File: config.mk
export PLATFORM = sky130hd
export DESIGN_NAME = skew_loader
export DESIGN_NICKNAME = d
export VERILOG_FILES = /design/src/design/sa_pkg.sv /design/src/design/skew_loader.sv
export SDC_FILE = /design/constraint.sdc
export NUM_CORES = 1
export LEC_CHECK = 0
export ABC_CLOCK_PERIOD_IN_PS = 10400
export BUFFER_PORTS_ARGS = -buffer_cell sky130_fd_sc_hd__buf_2
export CORE_MARGIN = 4
export CORE_UTILIZATION = 55
export CTS_CLUSTER_SIZE = 20
export DETAILED_ROUTE_END_ITERATION = 16
export PLACE_DENSITY = 0.9
export RECOVER_POWER = 100
export SYNTH_ARGS = -nofsm -noshare
export SYNTH_HDL_FRONTEND = slang
export SYNTH_SLANG_ARGS = --single-unit
File: constraint.sdc
create_clock -name clk -period 10.4 [get_ports clk]
set_input_delay 1.04 -clock clk [delete_from_list [all_inputs] [get_ports clk]]
set_output_delay 1.04 -clock clk [all_outputs]
set_load 0.01 [all_outputs]
File: src/design/sa_pkg.sv
package sa_pkg;

        // Array geometry and operand widths
        localparam int ARRAY_DIM   = 8;
        localparam int DATA_W      = 8;
        localparam int ROW_W       = ARRAY_DIM * DATA_W;

        // Instruction word layout
        localparam int INST_W      = 16;
        localparam int OPCODE_W    = 4;
        localparam int BUF_ID_W    = 2;
        localparam int MEM_LOC_W   = 10;
        localparam int OPCODE_LSB  = 12;
        localparam int BUF_ID_LSB  = 10;

        // Storage
        localparam int STORE_DEPTH = 1024;
        localparam int BUF_ADDR_W  = 10;

        // Any opcode not listed here is a no-op
        localparam logic [OPCODE_W-1:0] OP_LD       = 'd2;
        localparam logic [OPCODE_W-1:0] OP_GEMM     = 'd4;
        localparam logic [OPCODE_W-1:0] OP_DRAINSYS = 'd5;

        localparam logic [BUF_ID_W-1:0] BUF_LEFT    = 'd0;
        localparam logic [BUF_ID_W-1:0] BUF_TOP     = 'd1;

        // Array control state
        localparam int CTRL_W = 4;
        localparam logic [CTRL_W-1:0] CTRL_IDLE   = 'd0;
        localparam logic [CTRL_W-1:0] CTRL_STEADY = 'd1;
        localparam logic [CTRL_W-1:0] CTRL_DRAIN  = 'd3;

        // Cycle counts
        localparam int GEMM_CYCLES  = 2 * ARRAY_DIM + ARRAY_DIM;
        localparam int DRAIN_CYCLES = 2 * ARRAY_DIM;
        localparam int SKEW_STEPS   = 2 * ARRAY_DIM - 1;

        // Counter width for the longer of the two hold counts
        localparam int CNT_W = $clog2(GEMM_CYCLES);

endpackage
File: src/design/skew_loader.sv
`timescale 1ns/1ps

module skew_loader (
        input  logic                                            clk,
        input  logic                                            rst_n,
        input  logic                                            i_load_start,
        input  logic                                            i_load_top,
        input  logic [sa_pkg::MEM_LOC_W-1:0]                    i_load_base,
        output logic                                            o_load_done,
        output logic [sa_pkg::ARRAY_DIM*sa_pkg::MEM_LOC_W-1:0]  o_lane_addr,
        input  logic [sa_pkg::ROW_W-1:0]                        i_lane_data,
        output logic                                            o_left_wr_en,
        output logic                                            o_top_wr_en,
        output logic [sa_pkg::BUF_ADDR_W-1:0]                   o_buf_wr_addr,
        output logic [sa_pkg::ROW_W-1:0]                        o_buf_wr_data
);

        logic [sa_pkg::MEM_LOC_W-1:0]   base;
        logic [sa_pkg::MEM_LOC_W-1:0]   cur_base;
        logic [sa_pkg::BUF_ADDR_W-1:0]  cur_step;
        logic [sa_pkg::ROW_W-1:0]       row;
        logic                           wr_any;
        logic                           last_step;
        logic                           walking;

        // The write address doubles as the step counter
        assign wr_any    = o_left_wr_en | o_top_wr_en;
        assign last_step = (o_buf_wr_addr == sa_pkg::BUF_ADDR_W'(sa_pkg::SKEW_STEPS - 1));
        assign walking   = wr_any && !last_step;
        assign cur_step  = walking ? o_buf_wr_addr + 1'b1 : '0;
        assign cur_base  = walking ? base : i_load_base;

        // Lane j reads diagonal element (s-j, j) of the tile
        always_comb
        begin
                for (int j = 0; j < sa_pkg::ARRAY_DIM; j++)
                begin
                        int diag;
                        diag = int'(cur_step) - j;
                        o_lane_addr[j*sa_pkg::MEM_LOC_W +: sa_pkg::MEM_LOC_W] =
                                sa_pkg::MEM_LOC_W'(int'(cur_base) + diag * sa_pkg::ARRAY_DIM + j);
                        if (diag >= 0 && diag < sa_pkg::ARRAY_DIM)
                                row[j*sa_pkg::DATA_W +: sa_pkg::DATA_W] =
                                        i_lane_data[j*sa_pkg::DATA_W +: sa_pkg::DATA_W];
                        else
                                row[j*sa_pkg::DATA_W +: sa_pkg::DATA_W] = '0;
                end
        end

        always_ff @(posedge clk or negedge rst_n)
        begin
                if (!rst_n)
                begin
                        o_left_wr_en  <= 1'b0;
                        o_top_wr_en   <= 1'b0;
                        o_buf_wr_addr <= '0;
                        o_load_done   <= 1'b0;
                end
                else
                begin
                        o_load_done <= wr_any && last_step;
                        if (i_load_start)
                        begin
                                o_left_wr_en  <= !i_load_top;
                                o_top_wr_en   <= i_load_top;
                                o_buf_wr_addr <= '0;
                        end
                        else if (walking)
                        begin
                                o_buf_wr_addr <= cur_step;
                        end
                        else
                        begin
                                o_left_wr_en <= 1'b0;
                                o_top_wr_en  <= 1'b0;
                        end
                end
        end

        always_ff @(posedge clk)
        begin
                if (i_load_start)
                        base <= i_load_base;
                if (i_load_start || walking)
                        o_buf_wr_data <= row;
        end

        a_no_restart: assert property (@(posedge clk) disable iff (!rst_n)
                i_load_start |-> !wr_any)
                else $error("load started while a diagonal walk is in progress");

endmodule

* Word level (Yosys, flattened, before mapping)
Cells that the tools add are included.
Storage, ports and cells: register bits 87, input bits 78, output and inout port bits 157, word-level logic and storage cells 76
Cells by class: add/sub/neg operators 23, $lt $le $gt $ge 16, equal/unequal tests 2, mux-type cells 7, bitwise operators 1, reduce and logical (&&, ||, !) cells 14
Operator list (number):
- 10-bit adder | 8
- 11-bit by 1-bit greater-or-equal comparator with 1-bit output, second input constant | 7
- 11-bit by 5-bit < comparator with 1-bit output, second input constant | 7
- 10-bit by 3-bit subtractor with 11-bit output, second input constant | 4
- 10-bit by 4-bit adder with 10-bit output, second input constant | 4
- 10-bit two-way mux | 4
- 10-bit by 2-bit subtractor with 11-bit output, second input constant | 2
- 10-bit by 3-bit adder with 10-bit output, second input constant | 2
- 10-bit by 1-bit subtractor with 11-bit output, second input constant | 1
- 10-bit by 1-bit adder with 10-bit output, second input constant | 1
- 10-bit by 2-bit adder with 10-bit output, second input constant | 1
- 10-bit by 4-bit == test with 1-bit output, second input constant | 1
- 10-bit by 1-bit greater-or-equal comparator with 1-bit output, second input constant | 1
- 1-bit logical AND | 10
- 10-bit by 4-bit < comparator with 1-bit output, second input constant | 1
- 1-bit two-way mux | 3
- 1-bit logical NOT | 2
- 2-bit inequality test, second input constant | 1
- 2-bit nonzero test | 1
- 1-bit logical OR | 1
- 1-bit OR | 1

* Logic depth before layout (Yosys ltp)
depth in word-level cells 7, depth in mapped cells 21, gate-level depth less buffers 17

* Least setup slack after synthesis
No wires, ideal clock.
path type register -> output, start point reg o_buf_wr_addr[0] (netlist name), end point out o_lane_addr[28] (netlist name), data arrival time 4.605 ns, data required time 9.360 ns, setup slack 4.755 ns, cell stages (with the launch flop) 20, path buffers 6, cells stage by stage dfrtp_1 > clkbuf_1 > inv_1 > ha_1 > nor2b_1 > a31o_1 > buf_6 > buf_2 > buf_2 > mux2i_1 > inv_1 > ha_1 > clkbuf_1 > clkbuf_1 > inv_1 > ha_1 > a2111o_1 > a31o_1 > a21oi_1 > xnor2_1
On the way: cells in the longest elaborated chain, start to end 7, elaborated cells on any way between the ends 9, classes of those cells 4 x add/sub; 1 x eq/ne; 2 x mux; 2 x reduce/logical
RTL lines:
- from (decl) | line skew_loader.sv:14 | output logic [sa_pkg::BUF_ADDR_W-1:0] o_buf_wr_addr,
- from (signal assigned) | line skew_loader.sv:70 | o_buf_wr_addr <= cur_step;
- branches (longest 5 deep; another with 10-bit by 2-bit subtractor with 11-bit output)
- 10-bit adder (*) | line skew_loader.sv:41 | sa_pkg::MEM_LOC_W'(int'(cur_base) + diag * sa_pkg::ARRAY_DIM + j);
- 10-bit by 3-bit adder with 10-bit output (*) | line skew_loader.sv:41
- to (decl) | line skew_loader.sv:10 | output logic [sa_pkg::ARRAY_DIM*sa_pkg::MEM_LOC_W-1:0] o_lane_addr,
Mark *: on every way between the ends.

* Final worst setup path
Same ends and word-level chain as after synthesis.

==> flow_metrics.tcl <==
set metrics [dict create \
    grt_max_degree 65 \
    num_rows 41 \
    drtIter0Drc 631 \
    synth_top_area_share_pct 31.3 \
    outcome "complete, but fails checks" \
    synth_area_sq_um 7100 \
    grt_remaining_overflow 0 \
    slew_violations 74 \
    n_antenna_cell 0 \
    die_w_um 122 \
    critical_path.startpoint "o_buf_wr_addr[0]" \
    num-nets-final 1089 \
    ys_seq_area_share_pct 35.9 \
    endpoint_kind "output port" \
    antenna_found_initial 0 \
    post_cts_buffers 0 \
    cap_violations 2 \
    power_leakage_nw 3.49 \
    synth_seq_cells 87 \
    totalWireLength_um 21000 \
    start_kind "flop" \
    hp-start "o_left_wr_en" \
    first_global_vias 6089 \
    syn_inst 737 \
    yosysTopAreaCell "edfxtp_1" \
    synth_fp_nets 878 \
    violations "max-capacitance violations, max-slew violations" \
    numCtsBuffers 9 \
    core-area_sq_um 12600 \
    worstHoldPathType "reg -> reg" \
    grt_pass1_wl_um 31700 \
    synth.most_common_cell "edfxtp_1" \
    fin_skew_ns 0.0124 \
    via_count 6569 \
    fin_area_sq_um 8300 \
    cp.arrival_ns 5.77 \
    port_buffers 234 \
    postRouteAntennaNets 0 \
    clkLatencyLatePin_ns 0.34 \
    setup_viol 0 \
    worst_slew_pin_slew_ns 3.31 \
    die_area_sq_um 14800 \
    synth_flop_cell "edfxtp_1" \
    path_class "reg -> out" \
    drc 0 \
    firstDrtPassIters 5 \
    ir_drop_v 0.000126 \
    track_usage_pct 27.5 \
    yosysUniqueCellTypes 83 \
    synthTopCellsByCount "74 x edfxtp_1, 70 x nand2_1, 62 x xnor2_1, 59 x ha_1, 49 x and2_1" \
    synth_edf_count 74 \
    relSlewSlack_pct -121 \
    cts_tree "built" \
    cts_hold_buf 0 \
    globalplace.congestion 1.01 \
    wl_per_cell_um 18.7 \
    dpl.hpwl_um 16300 \
    synth_area_per_cell_sq_um 9.63 \
    area_delta_synth_final_pct 16.8 \
    start_util_pct 56.3 \
    vias_per_cell 5.84 \
    hold_viol 0 \
    cts.sinks 87 \
    timing.fmax_mhz 147 \
    hold_ws_ns 0.581 \
    die_y_um 122 \
    htree_levels 3 \
    cp_max_fo 30 \
    ioPinCount 235 \
    root_buffer "clkbuf_16" \
    cts_buffer_depth 2 \
    cp.required_ns 9.36 \
    tns_ns 0 \
    async_flop_share_pct 14.9 \
    postCtsResizedCells 0 \
    rsz0062_at_grt "no" \
    powerDensity_nw_per_um2 183 \
    yosys-top-cells-area "edfxtp_1 31%, ha_1 10%, xnor2_1 7.6%" \
    min_period_ns 6.81 \
    ys_warn_count 0 \
    drive_gt1_share_pct 11.2 \
    post_dp_cell_area_sq_um 8300 \
    rr_startpoint "o_buf_wr_addr[0]" \
    post-route-period-util_pct 65.5 \
    clkTransAtPathRegs_ns 0.08 \
]
## state kept, by name, summed over array words and instances (netlist names)
signal,count
o_buf_wr_data,64
base,10
o_buf_wr_addr,10
o_left_wr_en,1
o_load_done,1
o_top_wr_en,1
## final cells by class
type / count / area (sq um)
multi-input cells: 576 / 4110
clock buffers: 9 / 225
fillers: 1110 / 4320
repair buffers: 237 / 983
flip-flops and latches: 87 / 2550
clock inverters: 7 / 75.1
well taps: 172 / 215
inverters: 37 / 139
## worst max-delay path, stage by stage, from the launching register on
cell	delay (ns)
dfrtp_1	0.63
inv_1	0.17
ha_1	0.23
nor2b_1	0.17
a31oi_1	0.24
clkbuf_1	1.05
nand2_1	0.44
ha_1	0.82
inv_1	0.26
ha_1	0.28
a2111o_1	0.41
a31o_1	0.23
a21oi_1	0.19
xnor2_1	0.14
clkbuf_1	0.17
## routing by layer
| metal | vias up | track usage, % | wire (um) |
|---|---|---|---|
| met5 | - | 0 | 0 |
| met4 | 0 | 10.2 | 658 |
| met3 | 54 | 6.55 | 2240 |
| met2 | 405 | 45.2 | 9900 |
| met1 | 3063 | 35.3 | 8230 |
| li1 | 3047 | - | - |
## worst paths after layout
path | to | slack, ns | depth (start not counted)
max | o_lane_addr[28] | 3.59 | 14
min | o_left_wr_en | 0.58 | 2
max reg2reg | o_buf_wr_data[49] | 4.40 | 13
min reg2reg | o_left_wr_en | 0.58 | 2
max in group asynchronous | o_buf_wr_addr[3] | 9.18 | 1
min in group asynchronous | o_buf_wr_addr[9] | 0.74 | 1
## stage by stage
stage / cells / utilization (%) / power [mW] / setup WS [ns]
floorplan: 737 / - / 0.955 / 4.75
finish: 1125 / 65.7 / 1.52 / 3.59
global placement: 1109 / 65.7 / 1.22 / 4.57
global route: 1125 / 65.7 / 1.61 / 3.28
detailed placement: 1109 / 65.7 / 1.23 / 4.45
CTS: 1125 / 68.1 / 1.56 / 4.06
## power breakdown
group | switching [mW] | internal (mW)
Clock | 0.153 | 0.170
Combinational | 0.482 | 0.288
Sequential | 0.0125 | 0.410
## placed cells by master (no fill, tap or decap), types with 25 or more instances in the layout
| cell | netlist | routed |
|---|---|---|
| clkbuf_1 | 11 | 162 |
| buf_2 | 8 | 75 |
| edfxtp_1 | 74 | 74 |
| nand2_1 | 70 | 70 |
| xnor2_1 | 62 | 62 |
| ha_1 | 59 | 59 |
| a21oi_1 | 45 | 46 |
| inv_1 | 34 | 36 |
| nor2_1 | 33 | 35 |
| o21ai_0 | 31 | 35 |
| and2_0 | 0 | 33 |
| xor2_1 | 28 | 28 |
| nand3_1 | 25 | 25 |
## cells by family (layout without fill, tap and decap cells)
| logic type | after synthesis | in the layout | synth area share (%) |
|---|---|---|---|
| adders and majority gates | 63 | 63 | 11.5 |
| DFF | 87 | 87 | 35.9 |
| muxes | 8 | 8 | 1.27 |
| buffers and inverters | 74 | 290 | 5.06 |
| and+or+nand+nor | 255 | 255 | 19.9 |
| AOI/OAI and AO/OA | 159 | 159 | 15.0 |
| xor gates and xnor gates | 91 | 91 | 11.3 |
No activity file was read; power rests on OpenSTA's default activity.
