$ cat src/design/sa_pkg.sv
package sa_pkg;

        // Array geometry and operand widths
        localparam int ARRAY_DIM   = 8;
        localparam int DATA_W      = 8;
        localparam int ROW_W       = ARRAY_DIM * DATA_W;

        // Instruction word layout
        localparam int INST_W      = 16;
        localparam int OPCODE_W    = 4;
        localparam int BUF_ID_W    = 2;
        localparam int MEM_LOC_W   = 10;
        localparam int OPCODE_LSB  = 12;
        localparam int BUF_ID_LSB  = 10;

        // Storage
        localparam int STORE_DEPTH = 1024;
        localparam int BUF_ADDR_W  = 10;

        // Any opcode not listed here is a no-op
        localparam logic [OPCODE_W-1:0] OP_LD       = 'd2;
        localparam logic [OPCODE_W-1:0] OP_GEMM     = 'd4;
        localparam logic [OPCODE_W-1:0] OP_DRAINSYS = 'd5;

        localparam logic [BUF_ID_W-1:0] BUF_LEFT    = 'd0;
        localparam logic [BUF_ID_W-1:0] BUF_TOP     = 'd1;

        // Array control state
        localparam int CTRL_W = 4;
        localparam logic [CTRL_W-1:0] CTRL_IDLE   = 'd0;
        localparam logic [CTRL_W-1:0] CTRL_STEADY = 'd1;
        localparam logic [CTRL_W-1:0] CTRL_DRAIN  = 'd3;

        // Cycle counts
        localparam int GEMM_CYCLES  = 2 * ARRAY_DIM + ARRAY_DIM;
        localparam int DRAIN_CYCLES = 2 * ARRAY_DIM;
        localparam int SKEW_STEPS   = 2 * ARRAY_DIM - 1;

        // Counter width for the longer of the two hold counts
        localparam int CNT_W = $clog2(GEMM_CYCLES);

endpackage
$ cat src/design/inst_sequencer.sv
`timescale 1ns/1ps

module inst_sequencer (
        input  logic                            clk,
        input  logic                            rst_n,
        input  logic                            i_start,
        input  logic [sa_pkg::OPCODE_W-1:0]     i_opcode,
        input  logic [sa_pkg::BUF_ID_W-1:0]     i_buf_id,
        input  logic [sa_pkg::MEM_LOC_W-1:0]    i_mem_loc,
        output logic                            o_done,
        output logic [sa_pkg::CTRL_W-1:0]       o_ctrl_state,
        output logic                            o_load_start,
        output logic                            o_load_top,
        output logic [sa_pkg::MEM_LOC_W-1:0]    o_load_base,
        input  logic                            i_load_done
);

        logic [sa_pkg::CNT_W-1:0]       cycle_cnt;
        logic                           loading;
        logic                           ld_valid;

        // LD only targets the left or top buffer
        assign ld_valid = (i_opcode == sa_pkg::OP_LD) &&
                          ((i_buf_id == sa_pkg::BUF_LEFT) || (i_buf_id == sa_pkg::BUF_TOP));

        always_ff @(posedge clk or negedge rst_n)
        begin
                if (!rst_n)
                begin
                        o_done       <= 1'b0;
                        o_load_start <= 1'b0;
                        o_ctrl_state <= sa_pkg::CTRL_IDLE;
                        cycle_cnt    <= '0;
                        loading      <= 1'b0;
                end
                else
                begin
                        o_done       <= 1'b0;
                        o_load_start <= 1'b0;
                        if (i_start)
                        begin
                                if (i_opcode == sa_pkg::OP_GEMM)
                                begin
                                        o_ctrl_state <= sa_pkg::CTRL_STEADY;
                                        cycle_cnt    <= sa_pkg::CNT_W'(sa_pkg::GEMM_CYCLES - 1);
                                end
                                else if (i_opcode == sa_pkg::OP_DRAINSYS)
                                begin
                                        o_ctrl_state <= sa_pkg::CTRL_DRAIN;
                                        cycle_cnt    <= sa_pkg::CNT_W'(sa_pkg::DRAIN_CYCLES - 1);
                                end
                                else if (ld_valid)
                                begin
                                        o_load_start <= 1'b1;
                                        loading      <= 1'b1;
                                end
                                else
                                begin
                                        o_done <= 1'b1;
                                end
                        end
                        else if (o_ctrl_state != sa_pkg::CTRL_IDLE)
                        begin
                                if (cycle_cnt == '0)
                                begin
                                        o_ctrl_state <= sa_pkg::CTRL_IDLE;
                                        o_done       <= 1'b1;
                                end
                                else
                                begin
                                        cycle_cnt <= cycle_cnt - 1'b1;
                                end
                        end
                        else if (loading && i_load_done)
                        begin
                                loading <= 1'b0;
                                o_done  <= 1'b1;
                        end
                end
        end

        // Load target and base latched with the start pulse
        always_ff @(posedge clk)
        begin
                if (i_start && ld_valid)
                begin
                        o_load_top  <= (i_buf_id == sa_pkg::BUF_TOP);
                        o_load_base <= i_mem_loc;
                end
        end

        a_idle_while_loading: assert property (@(posedge clk) disable iff (!rst_n)
                loading |-> (o_ctrl_state == sa_pkg::CTRL_IDLE))
                else $error("array control not idle during a buffer load");

endmodule

$ cat config.mk
export PLATFORM = sky130hd
export DESIGN_NAME = inst_sequencer
export DESIGN_NICKNAME = d
export VERILOG_FILES = /design/src/design/sa_pkg.sv /design/src/design/inst_sequencer.sv
export SDC_FILE = /design/constraint.sdc
export NUM_CORES = 1
export LEC_CHECK = 0
export BUFFER_PORTS_ARGS = -buffer_cell sky130_fd_sc_hd__buf_4
export CELL_PAD_IN_SITES_DETAIL_PLACEMENT = 0
export CELL_PAD_IN_SITES_GLOBAL_PLACEMENT = 1
export CORE_UTILIZATION = 32
export CTS_CLUSTER_SIZE = 25
export DETAILED_ROUTE_END_ITERATION = 7
export PLACE_DENSITY = 0.72
export SLEW_MARGIN = 20
export SYNTH_ARGS = -nofsm -noshare
export SYNTH_HDL_FRONTEND = slang
export SYNTH_SLANG_ARGS = --single-unit
export TNS_END_PERCENT = 1
$ cat constraint.sdc
create_clock -name clk -period 1.6 [get_ports clk]
set_input_delay 0.08 -clock clk [delete_from_list [all_inputs] [get_ports clk]]
set_output_delay 0.08 -clock clk [all_outputs]
set_load 0.01 [all_outputs]
* Yosys cells after proc, flatten, opt, wreduce, memory -nomap -nowiden *
Index checks and enable logic that the tools add are counted.

word-level totals
  flip-flop bits (word level) = 23
  bits in latches = 0
  RAM bits = 0
  bits in read-only memories = 0
  input port bits = 20
  output and inout bits = 17
  logic and storage cells = 58
  memories = 0

operators by class
  $add $sub $neg = 1
  $mul = 0
  divide/modulo/power cells = 0
  order comparisons = 0
  equality and inequality tests = 10
  shift operators = 0
  multiplexer cells = 27
  bitwise operators = 0
  reduce and logical (&&, ||, !) cells = 13

operators by type and width
  cell                                                                      count
  5-bit 2-to-1 mux                                                          5
  4-bit 2-to-1 mux                                                          5
  1-bit 2-to-1 mux                                                          17
  4-bit by 3-bit equality test with 1-bit output (second input constant)    2
  2-bit inequality test (second input constant)                             4
  3-bit AND reduction                                                       2
  2-bit nonzero test                                                        3
  5-bit zero test                                                           1
  5-bit AND reduction                                                       1
  5-bit by 1-bit subtractor with 5-bit output (second input constant)       1
  4-bit by 2-bit equality test with 1-bit output (second input constant)    1
  4-bit nonzero test                                                        1
  1-bit logical AND                                                         3
  3-bit by 1-bit inequality test with 1-bit output (second input constant)  1
  2-bit by 1-bit equality test with 1-bit output (second input constant)    1
  2-bit zero test                                                           1
  2-bit by 1-bit inequality test with 1-bit output (second input constant)  1
  1-bit logical OR                                                          1

* Longest topological paths before layout *
Gate-level depths: netlist of run 1.

  depth in word-level cells = 7
  mapped depth = 6
  mapped depth without buffers = 5

* Worst setup path before layout of run 1 *
No wires, ideal clock.

  kind = register -> register
  from = reg cycle_cnt[0] (netlist name)
  to = reg cycle_cnt[3] (netlist name)
  setup time = 0.126 ns
  data arrival time = 1.566 ns
  required time = 1.474 ns
  slack = -0.092 ns
  cell stages (with the launch flop) = 7
  path buffers = 1
  clock period less this slack = 1.692 ns
  cells stage by stage = dfrtp_1 inv_1 ha_1 or4b_1 buf_2 and3_1 a221o_1

on the way
  longest elaborated chain between the ends = 4
  elaborated cells between the ends (all ways) = 7
  classes of those cells = 1 x add/sub; 1 x eq/ne; 3 x mux; 2 x reduce/logical

ends and longest elaborated chain
  item                                         line                  text
  start, declared                              inst_sequencer.sv:18  logic [sa_pkg::CNT_W-1:0] cycle_cnt;
  start signal, assigned                       inst_sequencer.sv:45  cycle_cnt <= sa_pkg::CNT_W'(sa_pkg::GEMM_CYCLES - 1);
  start signal, assigned                       inst_sequencer.sv:50  cycle_cnt <= sa_pkg::CNT_W'(sa_pkg::DRAIN_CYCLES - 1);
  start signal, assigned                       inst_sequencer.sv:71  cycle_cnt <= cycle_cnt - 1'b1;
  5-bit by 1-bit subtractor with 5-bit output  inst_sequencer.sv:71
  5-bit 2-to-1 mux                             inst_sequencer.sv:64  if (cycle_cnt == '0)
  5-bit 2-to-1 mux                             inst_sequencer.sv:62  else if (o_ctrl_state != sa_pkg::CTRL_IDLE)
  5-bit 2-to-1 mux                             inst_sequencer.sv:40  if (i_start)

Several ways; a longest one is shown, not always the timed one. The select of a mux whose other input is x is not followed.
A chain may end at the register's enable or synchronous reset.

* Worst setup path after layout of run 1 *
Ends and elaborated chain as after synthesis.

==> results of run 1 <==
sequential cells by signal, summed over array words and instances, names as in the netlist:
name	cells
cycle_cnt	5
loading	1
o_ctrl_state	2
o_done	1
o_load_base	10
o_load_start	1
o_load_top	1
per-layer routing:
metal / track usage, % / vias up / routed length, um
met1: 18.3 / 359 / 900
met2: 23.9 / 37 / 1060
met3: 3.72 / 6 / 154
met5: 0 / - / 0
met4: 8.21 / 0 / 35
li1: - / 378 / -
area by class of cell:
type | instances | area [um^2]
tap | 31 | 38.8
multi-input combinational | 45 | 348
fill | 259 | 1320
sequential | 21 | 581
inverter | 4 | 15.0
timing repair buffer | 53 | 429
clock inverter | 1 | 5.00
clock buffer | 3 | 22.5
logic make-up (layout without fill, tap and decap cells):
group | after synthesis | count (layout) | synth area share [%]
AND/OR/NAND/NOR | 26 | 26 | 17.7
flip-flops | 21 | 21 | 62.8
AO/OA/AOI/OAI | 14 | 14 | 10.6
buffers and inverters | 10 | 61 | 5.01
multiplexers | 2 | 2 | 2.17
adder cells (fa/ha/maj) | 1 | 1 | 1.35
other | 1 | 2 | 0.406
power by group:
group	leakage, uW	internal [uW]	switching [uW]
Clock	0.0000177	93.1	162
Combinational	0.000399	170	125
Sequential	0.000213	617	42.5
worst register-to-register path: stages (launching register included):
cell	delay, ns
dfrtp_1	0.40
inv_2	0.09
ha_4	0.13
or4b_4	0.46
and3_4	0.16
a221o_1	0.26
worst max-delay path by stage:
| stage | from | to | slack [ns] | cells after the start |
|---|---|---|---|---|
| after floorplan | cycle_cnt[0] | cycle_cnt[3] | -0.09 | 6 |
| after global placement | cycle_cnt[0] | cycle_cnt[1] | 0.05 | 6 |
| after detailed placement | cycle_cnt[0] | cycle_cnt[3] | -0.0003 | 5 |
| after CTS | cycle_cnt[0] | cycle_cnt[3] | 0.01 | 5 |
| after global routing | cycle_cnt[1] | cycle_cnt[3] | -0.04 | 5 |
| final | cycle_cnt[0] | cycle_cnt[3] | -0.01 | 5 |
cell usage in the layout (no fill, tap or decap):
cell type / instances
a21oi_1: 1
a21oi_2: 1
a221o_1: 1
a22o_1: 1
and2_1: 2
and3_1: 2
and3_4: 2
and4b_1: 1
buf_4: 41
buf_6: 1
clkbuf_4: 3
clkinv_2: 1
conb_1: 2
dfrtp_1: 10
dlygate4sd3_1: 11
edfxtp_1: 11
ha_4: 1
inv_1: 2
inv_2: 2
mux2i_1: 2
nand2_1: 3
nand4b_1: 1
nor2_1: 2
nor2b_1: 3
nor3_1: 2
nor3_2: 2
nor3b_1: 2
nor4_1: 1
nor4b_1: 1
nor4bb_1: 1
o21a_1: 2
o21ai_0: 2
o21ba_1: 1
o22ai_1: 3
o22ai_2: 1
o31a_1: 1
or4b_4: 1
metrics by stage:
step                      setup TNS, ns  std cells  hold slack, ns  power [uW]
after floorplan                 -0.0917         76          -0.216         773
after global placement                0        142         -0.0798         896
after detailed placement      -0.000344        142         -0.0782         904
after CTS                             0        158          0.0533        1210
after global routing            -0.0788        158          0.0570        1280
final                           -0.0100        158          0.0587        1210
what timing repair did:
action | 4_1_cts | 5_1_grt
setup endpoints to repair | 3 | 4
setup buffers | 1 | 0
endpoints found under the hold margin | 20 | 0
pin swaps | 0 | 1
hold buffers | 11 | 0
gates resized for setup | 6 | 6
==> summary.md, run 1 <==
| Metric | Value |
|---|---|
| R2r worst-path depth | 5 |
| Pre-CTS setup slack | -0.000344 ns |
| Die Width | 55.8 um |
| Slew @ Worst Pin | around 0.5 ns |
| Die height | 55.8 um |
| Unique masters post-synth | 30 |
| Ys async rst share | 47.6% |
| Post-layout net count | around 150 |
| Hold Path Sink | o_load_top |
| Share of cells above drive strength 1 | 44.1% |
| RD Place Congestion | ~0.8 |
| Crit-path max FO | 2 |
| Vias in the first global route | 799 |
| YS warnings | 0 |
| Core Box Area | 0.00276 mm^2 |
| Pin count of the biggest net entering global routing | 14 |
| Crit path required time | 1.79 ns |
| VDD IR-drop max | about 630 uV |
| Hold Path Class | in2reg |
| Critical path type | reg2reg |
| Hold Path Depth | 2 |
| RSZ-0062 raised after global routing | true |
| Min-delay src | i_buf_id[1] |
| Area grow syn2layout | 55.6% |
| Crit path DAT | 1.80 ns |
| Post-synth EDFFs | 11 |
| Commonest cells in the netlist | edfxtp_1 (11), dfrtp_1 (10) |
| Largest area contributor in the netlist | edfxtp_1 |
| Final Util | a little over half |
| Pre-antenna DRT Iters | 4 |
| Post-Route WL | 2150 um |
| R2R Path End | cycle_cnt[3] |
| Worst-path clk slew | between 0.1 and 0.15 ns |
| Max Fclk | 621 MHz |
| Wirelength per Cell | 13.6 um |
| Global route total overflow | 0 |
| Number of CTS-inserted buffers | 3 |
| Delay-heaviest family, CP | simple AND/OR/NAND/NOR gates |
| Port buffer count | 34 |
| First-pass GRT wire length | ~3500 um |
| Drt via density | 4.94 |
| Worst Path Buf+Inv | 1 |
| Design Area, Final | ~0.0014 mm^2 |
| # IOs | 37 |
| Minimum clock period | 1.61 ns |
| Effective utilization at floorplan | between 30% and 40% |
| Max_cap viols | 0 |
| Leak | 0.000630 uW |
| Clock sink total | 21 |
| Number of synthesized register bits | 21 |
| Clk_lat worst skew | 0.30 ns |
| Die area | 0.00311 mm^2 |
| Slew headroom | between 60 and 70% |
| Antenna diodes | 0 |
| Crit-path slowest cell | or4b_4 |
| Worst clock skew | 0.00283 ns |
| CP Cell Sequence | inv_2 > ha_4 > or4b_4 > and3_4 > a221o_1 |
| Crit path largest cell delay | 0.46 ns |
| CTS tree | done |
| Clock Root Buffer | clkbuf_4 |
| Fin. Hold Viols | 0 |
| Initial antenna violation count | 0 |
| DP Area | between 0.001 and 0.0015 mm^2 |
| Register area share after synthesis | 62.8% |
| Initial drt markers | 9 |
| Hpwl dp | 1480 um |
| Top cell type's share of synthesized area | between 30% and 40% |
| Fin worst setup slack | -0.0100 ns |
| Reg-to-reg slack, setup | -0.01 ns |
| Final setup viols | 1 |
| Top-count cell post-synth | edfxtp_1 |
| Status | complete, but fails checks |
| Fin crit share | 101% |
| CP endpoint kind | flop |
| Failing checks | setup timing |
| Max-slew violations | 0 |
| Pwr dens | around 840 mW/mm^2 |
| DRT antenna net count | 0 |
| Ranking of synthesized cells by area | edfxtp_1 (36%), dfrtp_1 (27%), and3_1 (2.7%) |
| GRT Util Overall | 14.9% |
| # DRC | 0 |
| CP Launch Type | flop |
| Mapped Area | 925 um^2 |
| Cells after synthesis | 75 |
| Via count | 780 |
| H-Tree Level Count | 1 |
| Rows | 19 |
| R2r startpoint | cycle_cnt[0] |
| Main synth FF type | edfxtp_1 |
| Mapped Avg Cell Area | 12.3 um^2 |
| Clk buf depth | 2 |
(Power assumes the default switching activity.)
==> inputs of run 2 (changes only) <==
Settings changed: PLACE_DENSITY 0.72 to 0.85.
==> run 2 against run 1 <==
Compared with the run above:
- the flow still finishes with violations (setup timing)
- design area decreased by 0.52%
- clock power barely moved
- worst hold slack worse by 0.016 ns
- sequential cell count did not move
- sequential power hardly changed
- register-to-register slack about the same
- sequential share of layout area up 0.21 points
- clock skew about the same
- power fell by 0.52%
- worst setup slack worse by 0.014 ns
- non-clock buffer count rose by 1
- highest routed layer unchanged
- fmax decreased by 0.85%
==> summary.md, run 2 (synthesized netlist as in run 1, its figures left out) <==
| Metric | Value |
|---|---|
| Hold Path Class | in2reg (unchanged) |
| Pin count of the biggest net entering global routing | 14 (unchanged) |
| Port buffer count | 34 (unchanged) |
| Setup TNS Final | -0.0254 ns (was -0.0100 ns) |
| Failing checks | setup timing (unchanged) |
| Minimum clock period | 1.62 ns (was 1.61 ns) |
| Rows | 19 (unchanged) |
| RD Place Congestion | 0.801 (was 0.809) |
| Worst clock skew | 0.00329 ns (was 0.00283 ns) |
| Worst-path clk slew | 0.12 ns (about the same) |
| H-Tree Level Count | 1 (unchanged) |
| DRT antenna net count | 0 (unchanged) |
| GR Util met1 | 17.3% (was 18.3%) |
| Fin worst setup slack | -0.0239 ns (was -0.0100 ns) |
| Regs by FF count | o_load_base x10, cycle_cnt x5, o_ctrl_state x2 (unchanged) |
| Core Box Area | 0.00276 mm^2 (unchanged) |
| R2R Path End | cycle_cnt[3] (unchanged) |
| Leak | 0.000633 uW (was 0.000630 uW) |
| Hpwl dp | 1330 um (was 1480 um) |
| Clk buf depth | 2 (unchanged) |
| Crit path DAT | 1.82 ns (was 1.80 ns) |
| VDD IR-drop max | 597 uV (was 625 uV) |
| # DRC | 0 (unchanged) |
| Post-layout net count | 150 (was 149) |
| Vias in the first global route | 770 (was 799) |
| First-pass GRT wire length | 3470 um (was 3530 um) |
| GRT Util Overall | 14.3% (was 14.9%) |
| CTS tree | done (unchanged) |
| Initial antenna violation count | 0 (unchanged) |
| Global route total overflow | 0 (unchanged) |
| Pre-CTS setup slack | -0.0344 ns (was -0.000344 ns) |
| RSZ-0062 raised after global routing | true (unchanged) |
| Share of cells above drive strength 1 | 42.2% (was 44.1%) |
| Antenna diodes | 0 (unchanged) |
| Grt met2 use | 24.8% (was 23.9%) |
| Drt via density | 4.94 (about the same) |
| Number of CTS-inserted buffers | 3 (unchanged) |
| Clock sink total | 21 (unchanged) |
| CP endpoint kind | flop (unchanged) |
| Via count | 785 (was 780) |
| Clock Root Buffer | clkbuf_4 (unchanged) |
| Area grow syn2layout | 54.8% (was 55.6%) |
| Largest Register | o_load_base (unchanged) |
| Met3 Use GR | 4.65% (was 3.72%) |
| Pwr dens | 840 mW/mm^2 (about the same) |
| CP endpoint | cycle_cnt[3] (unchanged) |
| # placed instances | 143 (was 142) |
| Fin. Hold Viols | 0 (unchanged) |
| CP Launch Type | flop (unchanged) |
| Wirelength per Cell | 13.2 um (was 13.6 um) |
| Max_cap viols | 0 (unchanged) |
| Pre-antenna DRT Iters | 4 (unchanged) |
| Initial drt markers | 24 (was 9) |
| Die height | 55.8 um (unchanged) |
| Max FFs per register | 10 (unchanged) |
| Busiest grt layer | met2 (unchanged) |
| R2r worst-path depth | 5 (unchanged) |
| Reg-to-reg slack, setup | -0.02 ns (was -0.01 ns) |
| Final std cells w/o fill | 159 (was 158) |
| Effective utilization at floorplan | 33.5% (unchanged) |
| Max-slew violations | 0 (unchanged) |
| Die area | 0.00311 mm^2 (unchanged) |
| Crit-path max FO | 3 (was 2) |
| Final setup viols | 2 (was 1) |
| Die Width | 55.8 um (unchanged) |
| Max Fclk | 616 MHz (was 621 MHz) |
| Clk_lat worst skew | 0.30 ns (about the same) |
| Status | complete, but fails checks (unchanged) |
| # IOs | 37 (unchanged) |
| Critical path type | reg2reg (unchanged) |
| Most frequent cells in the layout | buf_4 (42), dlygate4sd3_1 (11), edfxtp_1 (11), dfrtp_1 (10), o22ai_1 (4) (was buf_4 (41), dlygate4sd3_1 (11), edfxtp_1 (11), dfrtp_1 (10)) |
| Post-Route WL | 2100 um (was 2150 um) |
| Commonest non-fill, non-tap cell in the layout | buf_4 (unchanged) |
| R2r startpoint | cycle_cnt[0] (unchanged) |
| Fin crit share | 101% (about the same) |
| Crit path from | cycle_cnt[0] (unchanged) |
| Crit path required time | 1.80 ns (was 1.79 ns) |
| Final hold slack | 0.0427 ns (was 0.0587 ns) |
[run 2: worst min-delay path by stage]
stage	slack, ns	to	startpoint	cells after the start
finish	0.04	o_load_top	i_buf_id[1]	2
global route	0.03	cycle_cnt[3]	i_opcode[0]	2
CTS	0.04	o_ctrl_state[1]	i_start	2
detailed placement	-0.08	o_done	rst_n	1
global placement	-0.07	cycle_cnt[3]	rst_n	1
floorplan	-0.22	cycle_cnt[0]	rst_n	0
[run 2: critical path, cell delays in order, from the launching register on]
cell	delay [ns]
dfrtp_1	0.41
inv_2	0.08
ha_4	0.12
or4b_4	0.48
and3_4	0.17
a221o_1	0.26
[run 2: timing repair]
item	CTS	global route
resized for setup	6	3
pin swaps	1	1
endpoints found under the setup margin	3	3
buffers inserted	1	0
hold buffers	11	0
endpoints found under the hold margin	20	0
[run 2: power by group]
| part | leakage (uW) | total [uW] | switching, uW | internal, uW |
|---|---|---|---|---|
| clock | 0.0000177 | 258 | 165 | 93.3 |
| sequential | 0.000213 | 660 | 42.9 | 617 |
| combinational | 0.000402 | 285 | 119 | 166 |
[run 2: per-layer routing]
layer / vias up / share of wire, %
li1: 381 / -
met1: 366 / 43
met3: 2 / 7.7
met2: 36 / 48
met5: - / 0
met4: 0 / 0.52
[run 2: stage by stage]
stage                     utilization, %  power [uW]  instance area, um^2
after floorplan                        -         773                  928
after global placement              45.4         897                 1250
after detailed placement            45.4         901                 1250
after CTS                           51.4        1210                 1420
after global routing                51.9        1270                 1430
final                               51.9        1200                 1430
[run 2: final cells by class]
type                       instances  area, um^2
timing repair buffer              54         437
inverter                           4        15.0
clock inverter                     1        5.00
multi-input combinational         45         333
tap                               31        38.8
clock buffer                       3        22.5
sequential                        21         581
fill                             240        1330
