**src/design/sa_pkg.sv**
```systemverilog
package sa_pkg;

        // Array geometry and operand widths
        localparam int ARRAY_DIM   = 8;
        localparam int DATA_W      = 8;
        localparam int ROW_W       = ARRAY_DIM * DATA_W;

        // Instruction word layout
        localparam int INST_W      = 16;
        localparam int OPCODE_W    = 4;
        localparam int BUF_ID_W    = 2;
        localparam int MEM_LOC_W   = 10;
        localparam int OPCODE_LSB  = 12;
        localparam int BUF_ID_LSB  = 10;

        // Storage
        localparam int STORE_DEPTH = 1024;
        localparam int BUF_ADDR_W  = 10;

        // Any opcode not listed here is a no-op
        localparam logic [OPCODE_W-1:0] OP_LD       = 'd2;
        localparam logic [OPCODE_W-1:0] OP_GEMM     = 'd4;
        localparam logic [OPCODE_W-1:0] OP_DRAINSYS = 'd5;

        localparam logic [BUF_ID_W-1:0] BUF_LEFT    = 'd0;
        localparam logic [BUF_ID_W-1:0] BUF_TOP     = 'd1;

        // Array control state
        localparam int CTRL_W = 4;
        localparam logic [CTRL_W-1:0] CTRL_IDLE   = 'd0;
        localparam logic [CTRL_W-1:0] CTRL_STEADY = 'd1;
        localparam logic [CTRL_W-1:0] CTRL_DRAIN  = 'd3;

        // Cycle counts
        localparam int GEMM_CYCLES  = 2 * ARRAY_DIM + ARRAY_DIM;
        localparam int DRAIN_CYCLES = 2 * ARRAY_DIM;
        localparam int SKEW_STEPS   = 2 * ARRAY_DIM - 1;

        // Counter width for the longer of the two hold counts
        localparam int CNT_W = $clog2(GEMM_CYCLES);

endpackage
```
**src/design/inst_intake.sv**
```systemverilog
`timescale 1ns/1ps

module inst_intake (
        input  logic                            clk,
        input  logic                            rst_n,
        input  logic                            i_inst_req,
        input  logic [sa_pkg::INST_W-1:0]       i_inst_word,
        output logic                            o_inst_ack,
        output logic                            o_start,
        output logic [sa_pkg::OPCODE_W-1:0]     o_opcode,
        output logic [sa_pkg::BUF_ID_W-1:0]     o_buf_id,
        output logic [sa_pkg::MEM_LOC_W-1:0]    o_mem_loc,
        input  logic                            i_done
);

        // Waiting is !busy && !o_inst_ack
        logic                           busy;
        logic [sa_pkg::INST_W-1:0]      inst_word;

        always_ff @(posedge clk or negedge rst_n)
        begin
                if (!rst_n)
                begin
                        busy       <= 1'b0;
                        o_start    <= 1'b0;
                        o_inst_ack <= 1'b0;
                end
                else
                begin
                        o_start <= 1'b0;
                        if (!busy && !o_inst_ack && i_inst_req)
                        begin
                                busy    <= 1'b1;
                                o_start <= 1'b1;
                        end
                        else if (busy && i_done)
                        begin
                                busy       <= 1'b0;
                                o_inst_ack <= 1'b1;
                        end
                        else if (o_inst_ack && !i_inst_req)
                        begin
                                o_inst_ack <= 1'b0;
                        end
                end
        end

        // Word held for the whole instruction
        always_ff @(posedge clk)
        begin
                if (!busy && !o_inst_ack && i_inst_req)
                        inst_word <= i_inst_word;
        end

        assign o_opcode  = inst_word[sa_pkg::OPCODE_LSB +: sa_pkg::OPCODE_W];
        assign o_buf_id  = inst_word[sa_pkg::BUF_ID_LSB +: sa_pkg::BUF_ID_W];
        assign o_mem_loc = inst_word[0 +: sa_pkg::MEM_LOC_W];

        a_ack_needs_req: assert property (@(posedge clk) disable iff (!rst_n)
                $rose(o_inst_ack) |-> i_inst_req)
                else $error("ack raised without a pending request");

endmodule

```
**config.mk**
```make
export PLATFORM = sky130hd
export DESIGN_NAME = inst_intake
export DESIGN_NICKNAME = d
export VERILOG_FILES = /design/src/design/sa_pkg.sv /design/src/design/inst_intake.sv
export SDC_FILE = /design/constraint.sdc
export NUM_CORES = 1
export LEC_CHECK = 0
export ABC_AREA = 1
export ABC_CLOCK_PERIOD_IN_PS = 2300
export BUFFER_PORTS_ARGS = -buffer_cell sky130_fd_sc_hd__clkbuf_2
export CAP_MARGIN = 20
export CORE_MARGIN = 1
export CORE_UTILIZATION = 42
export DETAILED_ROUTE_END_ITERATION = 12
export GPL_TIMING_DRIVEN = 0
export PLACE_DENSITY = 0.84
export SYNTH_ARGS = -nofsm -noshare
export SYNTH_HDL_FRONTEND = slang
export SYNTH_SLANG_ARGS = --single-unit
```
**constraint.sdc**
```tcl
create_clock -name clk -period 2.3 [get_ports clk]
set_input_delay 0.23 -clock clk [delete_from_list [all_inputs] [get_ports clk]]
set_output_delay 0.23 -clock clk [all_outputs]
set_load 0.01 [all_outputs]
```
Word-level counts from Yosys, hierarchy flattened

Index checks and enable logic that the tools add are counted.
Widths: inputs -> output; s select.

Bits in registers: 19
Bits in latches: 0
Memory bits (writable): 0
Memory bits (read-only): 0
Input port bits: 20
Output and inout bits: 18
Logic and storage cells: 20
Memories: 0

$add $sub $neg: 0
Multipliers: 0
Divide/modulo/power cells: 0
Order comparisons: 0
Eq/ne operators: 0
Shifts and indexed selects: 0
Muxes and demuxes: 5
Bitwise logic cells: 1
Reduce and logical (&&, ||, !) cells: 10

Operators by type and width:

| kind              | count |
|---|---|
| $mux 1            | 5 |
| $logic_and 1x1->1 | 4 |
| $reduce_bool 2->1 | 2 |
| $logic_not 1->1   | 3 |
| $reduce_and 2->1  | 1 |
| $not 1->1         | 1 |

Longest topological paths before layout

Gate-level depths: netlist of run 1.

Depth after elaboration: 5
Gate-level depth with buffers: 3
Depth with buffers taken out: 3

Worst setup path before layout of run 1

No wires, ideal clock.

Kind: register to register
From: register o_inst_ack
To: register inst_word[0] (netlist name) (enable)
Setup time: 0.367 ns
Arrival: 0.917 ns
Data required time: 1.933 ns
Path slack: 1.017 ns
Stages on the path, launching flop included: 4
Path buffers: 0
Cell sequence: dfrtp_1 > nor2_1 > nand2_1 > inv_1

Longest elaborated chain between the ends: 3

Ends and longest elaborated chain:

| what                            | line              | text |
|---|---|---|
| from (decl)                     | inst_intake.sv:8  | `output logic o_inst_ack,` |
| from (signal assigned)          | inst_intake.sv:26 | `o_inst_ack <= 1'b0;` |
| from (signal assigned)          | inst_intake.sv:39 | `o_inst_ack <= 1'b1;` |
| from (signal assigned)          | inst_intake.sv:43 | `o_inst_ack <= 1'b0;` |
| $logic_not 1->1                 | inst_intake.sv:51 | `if (!busy && !o_inst_ack && i_inst_req)` |
| $logic_and 1x1->1 (2 in series) | inst_intake.sv:51 |  |
| to (signal assigned)            | inst_intake.sv:52 | `inst_word <= i_inst_word;` |
| to (decl)                       | inst_intake.sv:18 | `logic [sa_pkg::INST_W-1:0] inst_word;` |

No other way between the ends.
A chain may end at the register's enable or synchronous reset.

Worst setup path after layout of run 1

From: register busy
To: register inst_word[3] (netlist name) (enable)

Longest elaborated chain between the ends: 3

Ends and longest elaborated chain:

| what                            | line              | text |
|---|---|---|
| from (decl)                     | inst_intake.sv:17 | `logic busy;` |
| from (signal assigned)          | inst_intake.sv:24 | `busy <= 1'b0;` |
| from (signal assigned)          | inst_intake.sv:33 | `busy <= 1'b1;` |
| from (signal assigned)          | inst_intake.sv:38 | `busy <= 1'b0;` |
| $logic_not 1->1                 | inst_intake.sv:51 |  |
| $logic_and 1x1->1 (2 in series) | inst_intake.sv:51 |  |

No other way between the ends.

==> run metrics, run 1 <==
status=finished, final reports clean; die area=around 0.0016 sq mm; WL per Instance=10.3 um; Placed Area=between 700 and 800 sq um; Setup crit start kind=flop; Die Ht=around 39 um; CTS tree=done; Tot Pwr=just over 0.0007 W; Global Route Usage Sum=0.138; number of remaining DRC errors=0; EDFF count, synth=16; Slew Viols, Final=0; Tmin final=1.37 ns; Hold Crit Class=in -> reg; clk sink count=19; min-delay src=i_inst_word[9]; ys flop type=edfxtp_1; Final HPWL DP=695 um; CP Class=reg -> reg; GRT overflow=0; Initial Utilization=0.453; mapped cell area=between 500 and 600 sq um; Sum Neg Setup Slack=0 ns; Yosys warnings=0; Post-Synthesis Cells=28; Post-Route WL=approximately 880 um; CP Max Fanout=17; Comb power frac=0.155; via count=about 360; Final ANT Viol Nets=0; share of layout cells above drive strength 1=0.586; CTS resizes=0; Post-synth top cells=16 x edfxtp_1, 6 x nand2_1, 3 x dfrtp_1, 2 x inv_1, 1 x nor2_1; ANT cells=0; Worst Hold End=inst_word[9]$_DFFE_PP_; clk slew on worst S/H paths=0.10 ns; Final GP Congestion=0.669; largest net degree at the start of global routing=18; VDD IR max=0.470 mV; # setup viols final=0; RSZ-0062 raised after global routing=no; Final Cell Area=831 sq um; actual transition at the worst max-transition pin=roughly 0.59 ns; Final period util=0.596; main area contributors after synthesis=edfxtp_1 82%, dfrtp_1 13%, nand2_1 3.8%; CP arrival=between 1 and 1.5 ns; FF-to-FF Start=busy$_DFFE_PN0P_; depth of the CTS H-tree=1; sw frac=0.246; R2R Setup Slk=between 0.9 and 1 ns; CP endpoint kind=flop; Core Area=between 0.001 and 0.0015 sq mm; Seq/Total Area, Yosys=0.943; first-pass GRT wire length=1310 um; Yosys top cell area share=0.815; Slew headroom=0.608; Root Buffer=clkbuf_4; P_sw=roughly 0.00018 W; Skew-Pair Late Insertion Delay=0.29 ns; maximum clock path buffer count=2; clk_skew=just under 0.009 ns; Leakage=between 0.3 and 0.4 nW; asr flop ratio synth=0.158; post-synthesis register bit count=19; Synth area leader=edfxtp_1; Area Overhead vs Synth=41.0%; reg-to-reg endpoint=inst_word[3]$_DFFE_PP_; FF-to-FF path depth=3; Clk pwr share=0.220; Worst Setup SP=busy$_DFFE_PN0P_; DRT Pass-1 Iters=4; most common cell in the netlist=edfxtp_1; Hold Fails Final Rpt=0; Final #Nets=91; Port Buf Inserts=37; initial antenna violation count=0; Hold Path Stages=1; fin util=0.638; sequential power share=0.625; P_int=approximately 0.00054 W; CTS buffer count=3; maxcap violations=0; Netlist cell types=5; DRT iter0 DRCs=5; syn_nets=48; average size of a mapped cell=roughly 21 sq um; power density cells=roughly 870 mW/mm^2; Data required, critical path=around 2.2 ns; f_max=730 MHz; number of cell rows=13; IO Count=38; Via density=around 4.2; DIE WIDTH=about 40 um; vias in the first global route=335
-- cells in the final DEF, fill, tap and decap left out --
cell	instances
clkbuf_4	3
inv_1	2
edfxtp_1	16
dfrtp_1	3
clkbuf_2	37
dlygate4sd3_1	1
nor2_1	1
nand2_1	6
clkinv_2	1
-- worst max path at each step --
| stage | endpoint | slack [ns] | cells after the start |
|---|---|---|---|
| floorplan | inst_word[0]$_DFFE_PP_ | 1.02 | 3 |
| global placement | inst_word[15]$_DFFE_PP_ | 0.96 | 3 |
| detailed placement | inst_word[0]$_DFFE_PP_ | 0.93 | 3 |
| CTS | inst_word[13]$_DFFE_PP_ | 0.90 | 3 |
| global route | inst_word[3]$_DFFE_PP_ | 0.79 | 3 |
| finish | inst_word[3]$_DFFE_PP_ | 0.93 | 3 |
-- kinds of logic (layout without fill, tap and decap cells) --
family,count (synthesis),count (layout),synth area share
buffers and inverters,2,44,0.0127
DFF,19,19,0.943
and+or+nand+nor,7,7,0.0446
-- layout make-up --
cell class,instances,area (sq um)
Multi-Input combinational cell,7,26.3
Tap cell,15,18.8
Sequential cell,19,556
Timing Repair Buffer,38,195
Clock buffer,3,22.5
Fill cell,102,470
Inverter,2,7.51
Clock inverter,1,5.00
-- worst max-delay path: stages (launching register included) --
cell and delay, ns:
dfrtp_1 0.41, nor2_1 0.09, nand2_1 0.06, inv_1 0.44
-- registers in the layout (all words and copies together), names as in the netlist --
register / flops
inst_word: 16
o_start: 1
busy: 1
o_inst_ack: 1
-- power groups by stage --
| stage | Sequential (W) | Clock [W] | Combinational, W |
|---|---|---|---|
| 4_1_cts | 0.000453 | 0.000166 | 0.000114 |
| 5_1_grt | 0.000457 | 0.000179 | 0.000126 |
| 2_1_floorplan | 0.000482 | 0 | 0.0000283 |
| 3_3_place_gp | 0.000458 | 0 | 0.000110 |
| 6_report | 0.000451 | 0.000158 | 0.000112 |
| 3_5_place_dp | 0.000461 | 0 | 0.000113 |
-- timing repair --
item,CTS,global route
hold buffers,1,0
endpoints found under the hold margin,3,0
setup buffers,0,0
-- per-layer routing --
layer | track usage | vias to the layer above | wire (um)
li1 | - | 183 | -
met1 | 0.123 | 152 | 322
met2 | 0.242 | 23 | 477
met3 | 0.0511 | 0 | 75
met4 | 0.112 | 0 | 0
met5 | 0 | - | 0
-- through the flow --
| stage | hold WS (ns) | setup slack [ns] | instances |
|---|---|---|---|
| after floorplan | -0.0656 | 1.02 | 28 |
| after global routing | 0.0875 | 0.794 | 85 |
| final | 0.107 | 0.930 | 85 |
| after CTS | 0.0938 | 0.905 | 85 |
| after global placement | 0.0279 | 0.956 | 80 |
| after detailed placement | 0.0315 | 0.927 | 80 |
(Power assumes the default switching activity.)
==> run 2, diff against run 1 <==
- ABC_CLOCK_PERIOD_IN_PS: 2300 -> 1300
- CORE_UTILIZATION: 42 -> 39
- PLACE_DENSITY: 0.84 -> 0.79
- clock period: 2.3 -> 1.3 ns (I/O delays scaled with it)
==> run 2 against run 1 <==
  * Sequential cell count unchanged
  * Combinational power is 110% higher
  * Total power rose by 82%
  * Count of clock-buffer cells in the layout up 1
  * Utilization rose by 0.10 points
  * Final cell count is 2.4% higher
  * Die area is 7.3% higher
  * Global-route usage grew 0.94 points
  * Register-to-register slack lost 0.77 ns
  * Via count is 11% higher
  * Maximum frequency rose by 21%
  * Largest cell class unchanged
  * Largest power group unchanged
  * Highest routed layer unchanged
==> run metrics, run 2 (synthesized netlist as in run 1, its figures left out) <==
CP Max Fanout=17; Skew-Pair Late Insertion Delay=between 0.2 and 0.3 ns; CP Class=reg -> reg; DRT iter0 DRCs=1; power density cells=approximately 1500 mW/mm^2; f_max=a little under 900 MHz; CTS buffer count=3; Sum Neg Setup Slack=0 ns; die area=roughly 0.0017 sq mm; Core Area=around 0.0014 sq mm; most frequent cells in the layout=37 x clkbuf_2, 16 x edfxtp_1, 6 x nand2_1; vias in the first global route=342; commonest non-fill, non-tap cell in the layout=clkbuf_2; R2R Setup Slk=0.16 ns; Top Family by Delay on Critical Path=flip-flops; largest net degree at the start of global routing=18; Initial Utilization=0.437; WL per Instance=12.2 um; Die Ht=roughly 40 um; DIE WIDTH=around 40 um; Post-Route WL=~1100 um; CP endpoint kind=flop; via count=between 300 and 400; Tmin final=around 1.1 ns; IO Count=38; Bufs and invs on worst path=2; first-pass GRT wire length=between 1500 and 2000 um; Largest register FFs=16; Slew Viols, Final=0; Placed Area=roughly 800 sq um; DRT Pass-1 Iters=4; Fin Hold WS=0.0193 ns; fin util=0.639; Port Buf Inserts=37; maxcap violations=0; initial antenna violation count=0; VDD IR max=about 0.9 mV; Setup crit start kind=flop; clk sink count=19; Final period util=0.873; RSZ-0062 raised after global routing=no; Top reg by flops=inst_word; Slew headroom=0.917; depth of the CTS H-tree=1; Global Route Usage Sum=0.148; Data required, critical path=about 1.3 ns; status=finished, final reports clean; GRT overflow=0; Final Cell Area=863 sq um; clk slew on worst S/H paths=~0.090 ns; Tot Pwr=around 0.0013 W; Critical Path, Cell by Cell=nor2_1, nand2_1, clkinvlp_4, buf_12; CP arrival=~1.1 ns; Leakage=between 0.3 and 0.4 nW; actual transition at the worst max-transition pin=0.125 ns; ANT cells=0; Area Overhead vs Synth=46.5%; Hold Fails Final Rpt=0; Final ANT Viol Nets=0; Via density=around 4.6; Final #Nets=93; clk_skew=between 0.0006 and 0.0007 ns; Final GP Congestion=0.640; maximum clock path buffer count=2; slowest CP cell=dfrtp_1; CTS tree=done; # setup viols final=0; share of layout cells above drive strength 1=0.583; CP max stage delay=about 0.41 ns; number of remaining DRC errors=0; Root Buffer=clkbuf_4; fill count=110; Hold Crit Class=in -> reg; number of cell rows=13
[run 2: power breakdown]
part           switching (W)  total, W  internal, W  leakage [nW]
logic               0.000133  0.000240     0.000107         0.196
registers          0.0000326  0.000801     0.000768         0.187
clock network       0.000153  0.000272     0.000119        0.0150
[run 2: repair_timing]
| item | 4_1_cts | 5_1_grt |
|---|---|---|
| hold buffers | 1 | 1 |
| setup endpoints to repair | 16 | 16 |
| resized for setup | 1 | 0 |
| setup buffers | 0 | 1 |
| hold endpoints to repair | 3 | 1 |
| gates cloned | 0 | 0 |
[run 2: cell type report]
type	count	area, sq um	share of cell area
inverter	2	11.3	0.0130
timing repair buffer	40	225	0.261
tap	15	18.8	0.0217
sequential	19	556	0.643
multi-input combinational	7	26.3	0.0304
clock buffer	4	26.3	0.0304
[run 2: routing by layer]
layer	GRT usage	up-vias	routed length (um)
met2	0.230	33	482
li1	-	188	-
met5	0	-	0
met1	0.190	175	421
met3	0.0543	0	161
met4	0.0500	0	0
[run 2: final timing paths]
check,endpoint,start,cells past startpoint
max,inst_word[5]$_DFFE_PP_,o_inst_ack$_DFFE_PN0P_,4
min,inst_word[11]$_DFFE_PP_,i_inst_word[11],1
max reg2reg,inst_word[5]$_DFFE_PP_,o_inst_ack$_DFFE_PN0P_,4
min reg2reg,o_inst_ack$_DFFE_PN0P_,o_inst_ack$_DFFE_PN0P_,2
max in group asynchronous,o_start$_DFF_PN0_,rst_n,2
min in group asynchronous,o_inst_ack$_DFFE_PN0P_,rst_n,2
[run 2: worst reg2reg max path, cell delays in order, from the launching register on]
cell and delay [ns]:
dfrtp_1 0.41, nor2_1 0.11, nand2_1 0.10, clkinvlp_4 0.10, buf_12 0.15
[run 2: per-stage QoR]
| step | setup slack, ns | instances |
|---|---|---|
| after floorplan | 0.0168 | 28 |
| after global placement | -0.0586 | 80 |
| after detailed placement | -0.0896 | 80 |
| after CTS | 0.0771 | 85 |
| after global routing | 0.101 | 87 |
| final | 0.165 | 87 |
==> run 3, diff against run 2 <==
- BUFFER_PORTS_ARGS: -buffer_cell sky130_fd_sc_hd__clkbuf_2 -> default
- CORE_AREA: default -> 2 2 39 41
- CORE_MARGIN: 1 -> default
- CORE_UTILIZATION: 39 -> default
- DIE_AREA: default -> 0 0 41 43
- DONT_BUFFER_PORTS: default -> 1
- PLACE_DENSITY: 0.79 -> 0.63
==> run 3 against run 2 <==
  * Clock power is essentially flat
  * Design area is 1.6% lower
  * Sequential cell count unchanged
  * First-iteration DRC count rose to 4.0 times the previous value
  * Critical endpoint is now o_inst_ack$_DFFE_PN0P_
  * Utilization down 2.6 points
  * Die area up 5.5%
==> run metrics, run 3 (synthesized netlist as in run 1, its figures left out) <==
status=finished, final reports clean; fin util=0.614; # setup viols final=0; power density cells=around 1500 mW/mm^2; Setup crit start kind=flop; DRT iter0 DRCs=4; clk_skew=about 0.0028 ns; Leakage=between 0.3 and 0.4 nW; Slew headroom=0.884; f_max=between 800 and 900 MHz; clk sink count=19; clk slew on worst S/H paths=~0.090 ns; Bufs and invs on worst path=1; Comb power frac=0.120; WL per Instance=13.9 um; Hold Fails Final Rpt=0; CTS tree=done; CP Class=reg -> reg; Hold Crit Class=in -> reg; FF-to-FF path depth=3; most frequent cells in the layout=19 x dlygate4sd3_1, 16 x edfxtp_1, 6 x nand2_1; Clk pwr share=0.212; critical path's most frequent cell=nand2_1; Global Route Usage Sum=0.130; first-pass GRT wire length=between 1000 and 1500 um; Final #Nets=between 70 and 80; Initial Utilization=0.426; Critical Path, Cell by Cell=nand2_1, nand2_1, dlygate4sd3_1; maxcap violations=0; GRT overflow=0; Final period util=0.941; CP endpoint kind=flop; vias in the first global route=between 300 and 400; sw frac=0.235; VDD IR max=0.889 mV; P_int=approximately 0.00097 W; number of remaining DRC errors=0; CTS buffer count=3; Via density=4.60; slowest CP cell=dlygate4sd3_1; number of cell rows=14; Skew-Pair Late Insertion Delay=around 0.28 ns; die area=~0.0018 sq mm; RSZ-0062 raised after global routing=no; P_sw=0.000300 W; Area Overhead vs Synth=44.2%; Final GP Congestion=between 0.5 and 0.6; reg-to-reg endpoint=o_inst_ack$_DFFE_PN0P_; via count=approximately 310; Top reg by flops=inst_word; Data required, critical path=approximately 1.5 ns; FF-to-FF Start=o_inst_ack$_DFFE_PN0P_; DRT Pass-1 Iters=3; CP Max Fanout=3; share of layout cells above drive strength 1=0.0962; sequential power share=0.668; R2R Setup Slk=0.08 ns; Top Family by Delay on Critical Path=buffers and inverters; Die Ht=43 um; Largest register FFs=16; CP arrival=roughly 1.4 ns; Sum Neg Setup Slack=0 ns; Tmin final=between 1 and 1.5 ns; largest net degree at the start of global routing=18; IO Count=38; Slew Viols, Final=0; Port Buf Inserts=0; maximum clock path buffer count=2; initial antenna violation count=0; DIE WIDTH=slightly above 40 um; Tot Pwr=roughly 0.0013 W; min-delay src=i_inst_req; CP max stage delay=roughly 0.54 ns; Core Area=roughly 0.0014 sq mm; depth of the CTS H-tree=1; actual transition at the worst max-transition pin=between 0.15 and 0.2 ns; Hold Path Stages=2; commonest non-fill, non-tap cell in the layout=dlygate4sd3_1; Worst Hold End=busy$_DFFE_PN0P_; Root Buffer=clkbuf_4; Final ANT Viol Nets=0; ANT cells=0; Post-Route WL=943 um
run 3: cell count changes in the layout (fill, tap and decap cells not counted), sizes merged:
cell         before  now
clkbuf           41    4
dlygate4sd3       2   19
run 3: worst max path at each step:
stage / start / to / slack, ns / cells past startpoint
2_1_floorplan: o_inst_ack$_DFFE_PN0P_ / inst_word[0]$_DFFE_PP_ / 0.02 / 3
3_3_place_gp: o_inst_ack$_DFFE_PN0P_ / inst_word[10]$_DFFE_PP_ / -0.1 / 3
3_5_place_dp: o_inst_ack$_DFFE_PN0P_ / inst_word[11]$_DFFE_PP_ / -0.14 / 3
4_1_cts: o_inst_ack$_DFFE_PN0P_ / inst_word[2]$_DFFE_PP_ / 0.01 / 3
5_1_grt: o_inst_ack$_DFFE_PN0P_ / o_inst_ack$_DFFE_PN0P_ / 0.02 / 3
6_report: o_inst_ack$_DFFE_PN0P_ / o_inst_ack$_DFFE_PN0P_ / 0.08 / 3
run 3: cell type report:
cell class                 instances  area, sq um
timing repair buffer              20          210
inverter                           2         11.3
sequential                        19          556
tap                               16         20.0
clock buffer                       4         26.3
multi-input combinational          7         26.3
fill                             112          534
run 3: what timing repair did:
item                                   in CTS  in global routing
resized for setup                           1                  0
hold buffers                               19                  0
setup endpoints to repair                  16                 16
pin swaps                                   0                  0
endpoints found under the hold margin      21                  0
setup buffers                               0                  1
run 3: metrics by stage:
step / area (sq um) / worst slack [ns] / cells / hold slack [ns]
after floorplan: 589 / 0.0168 / 28 / -0.166
after global placement: 609 / -0.0963 / 44 / -0.166
after detailed placement: 609 / -0.141 / 44 / -0.166
after CTS: 830 / 0.0105 / 67 / 0.0125
after global routing: 850 / 0.0170 / 68 / 0.0490
final: 850 / 0.0766 / 68 / 0.0235
run 3: routing by layer:
layer / track usage / share of wire / vias up / wire, um
met1: 0.120 / 0.36 / 143 / 343
met2: 0.231 / 0.56 / 22 / 529
li1: - / - / 148 / -
met3: 0.0314 / 0.074 / 0 / 70
met5: 0 / 0 / - / 0
met4: 0.0800 / 0 / 0 / 0
run 3: power by group through the flow:
stage / sequential (W) / combinational (W) / clock [W]
after detailed placement: 0.000869 / 0.0000631 / 0
final: 0.000851 / 0.000153 / 0.000270
after CTS: 0.000854 / 0.000124 / 0.000282
after global routing: 0.000861 / 0.000173 / 0.000317
after global placement: 0.000864 / 0.0000581 / 0
after floorplan: 0.000853 / 0.0000500 / 0
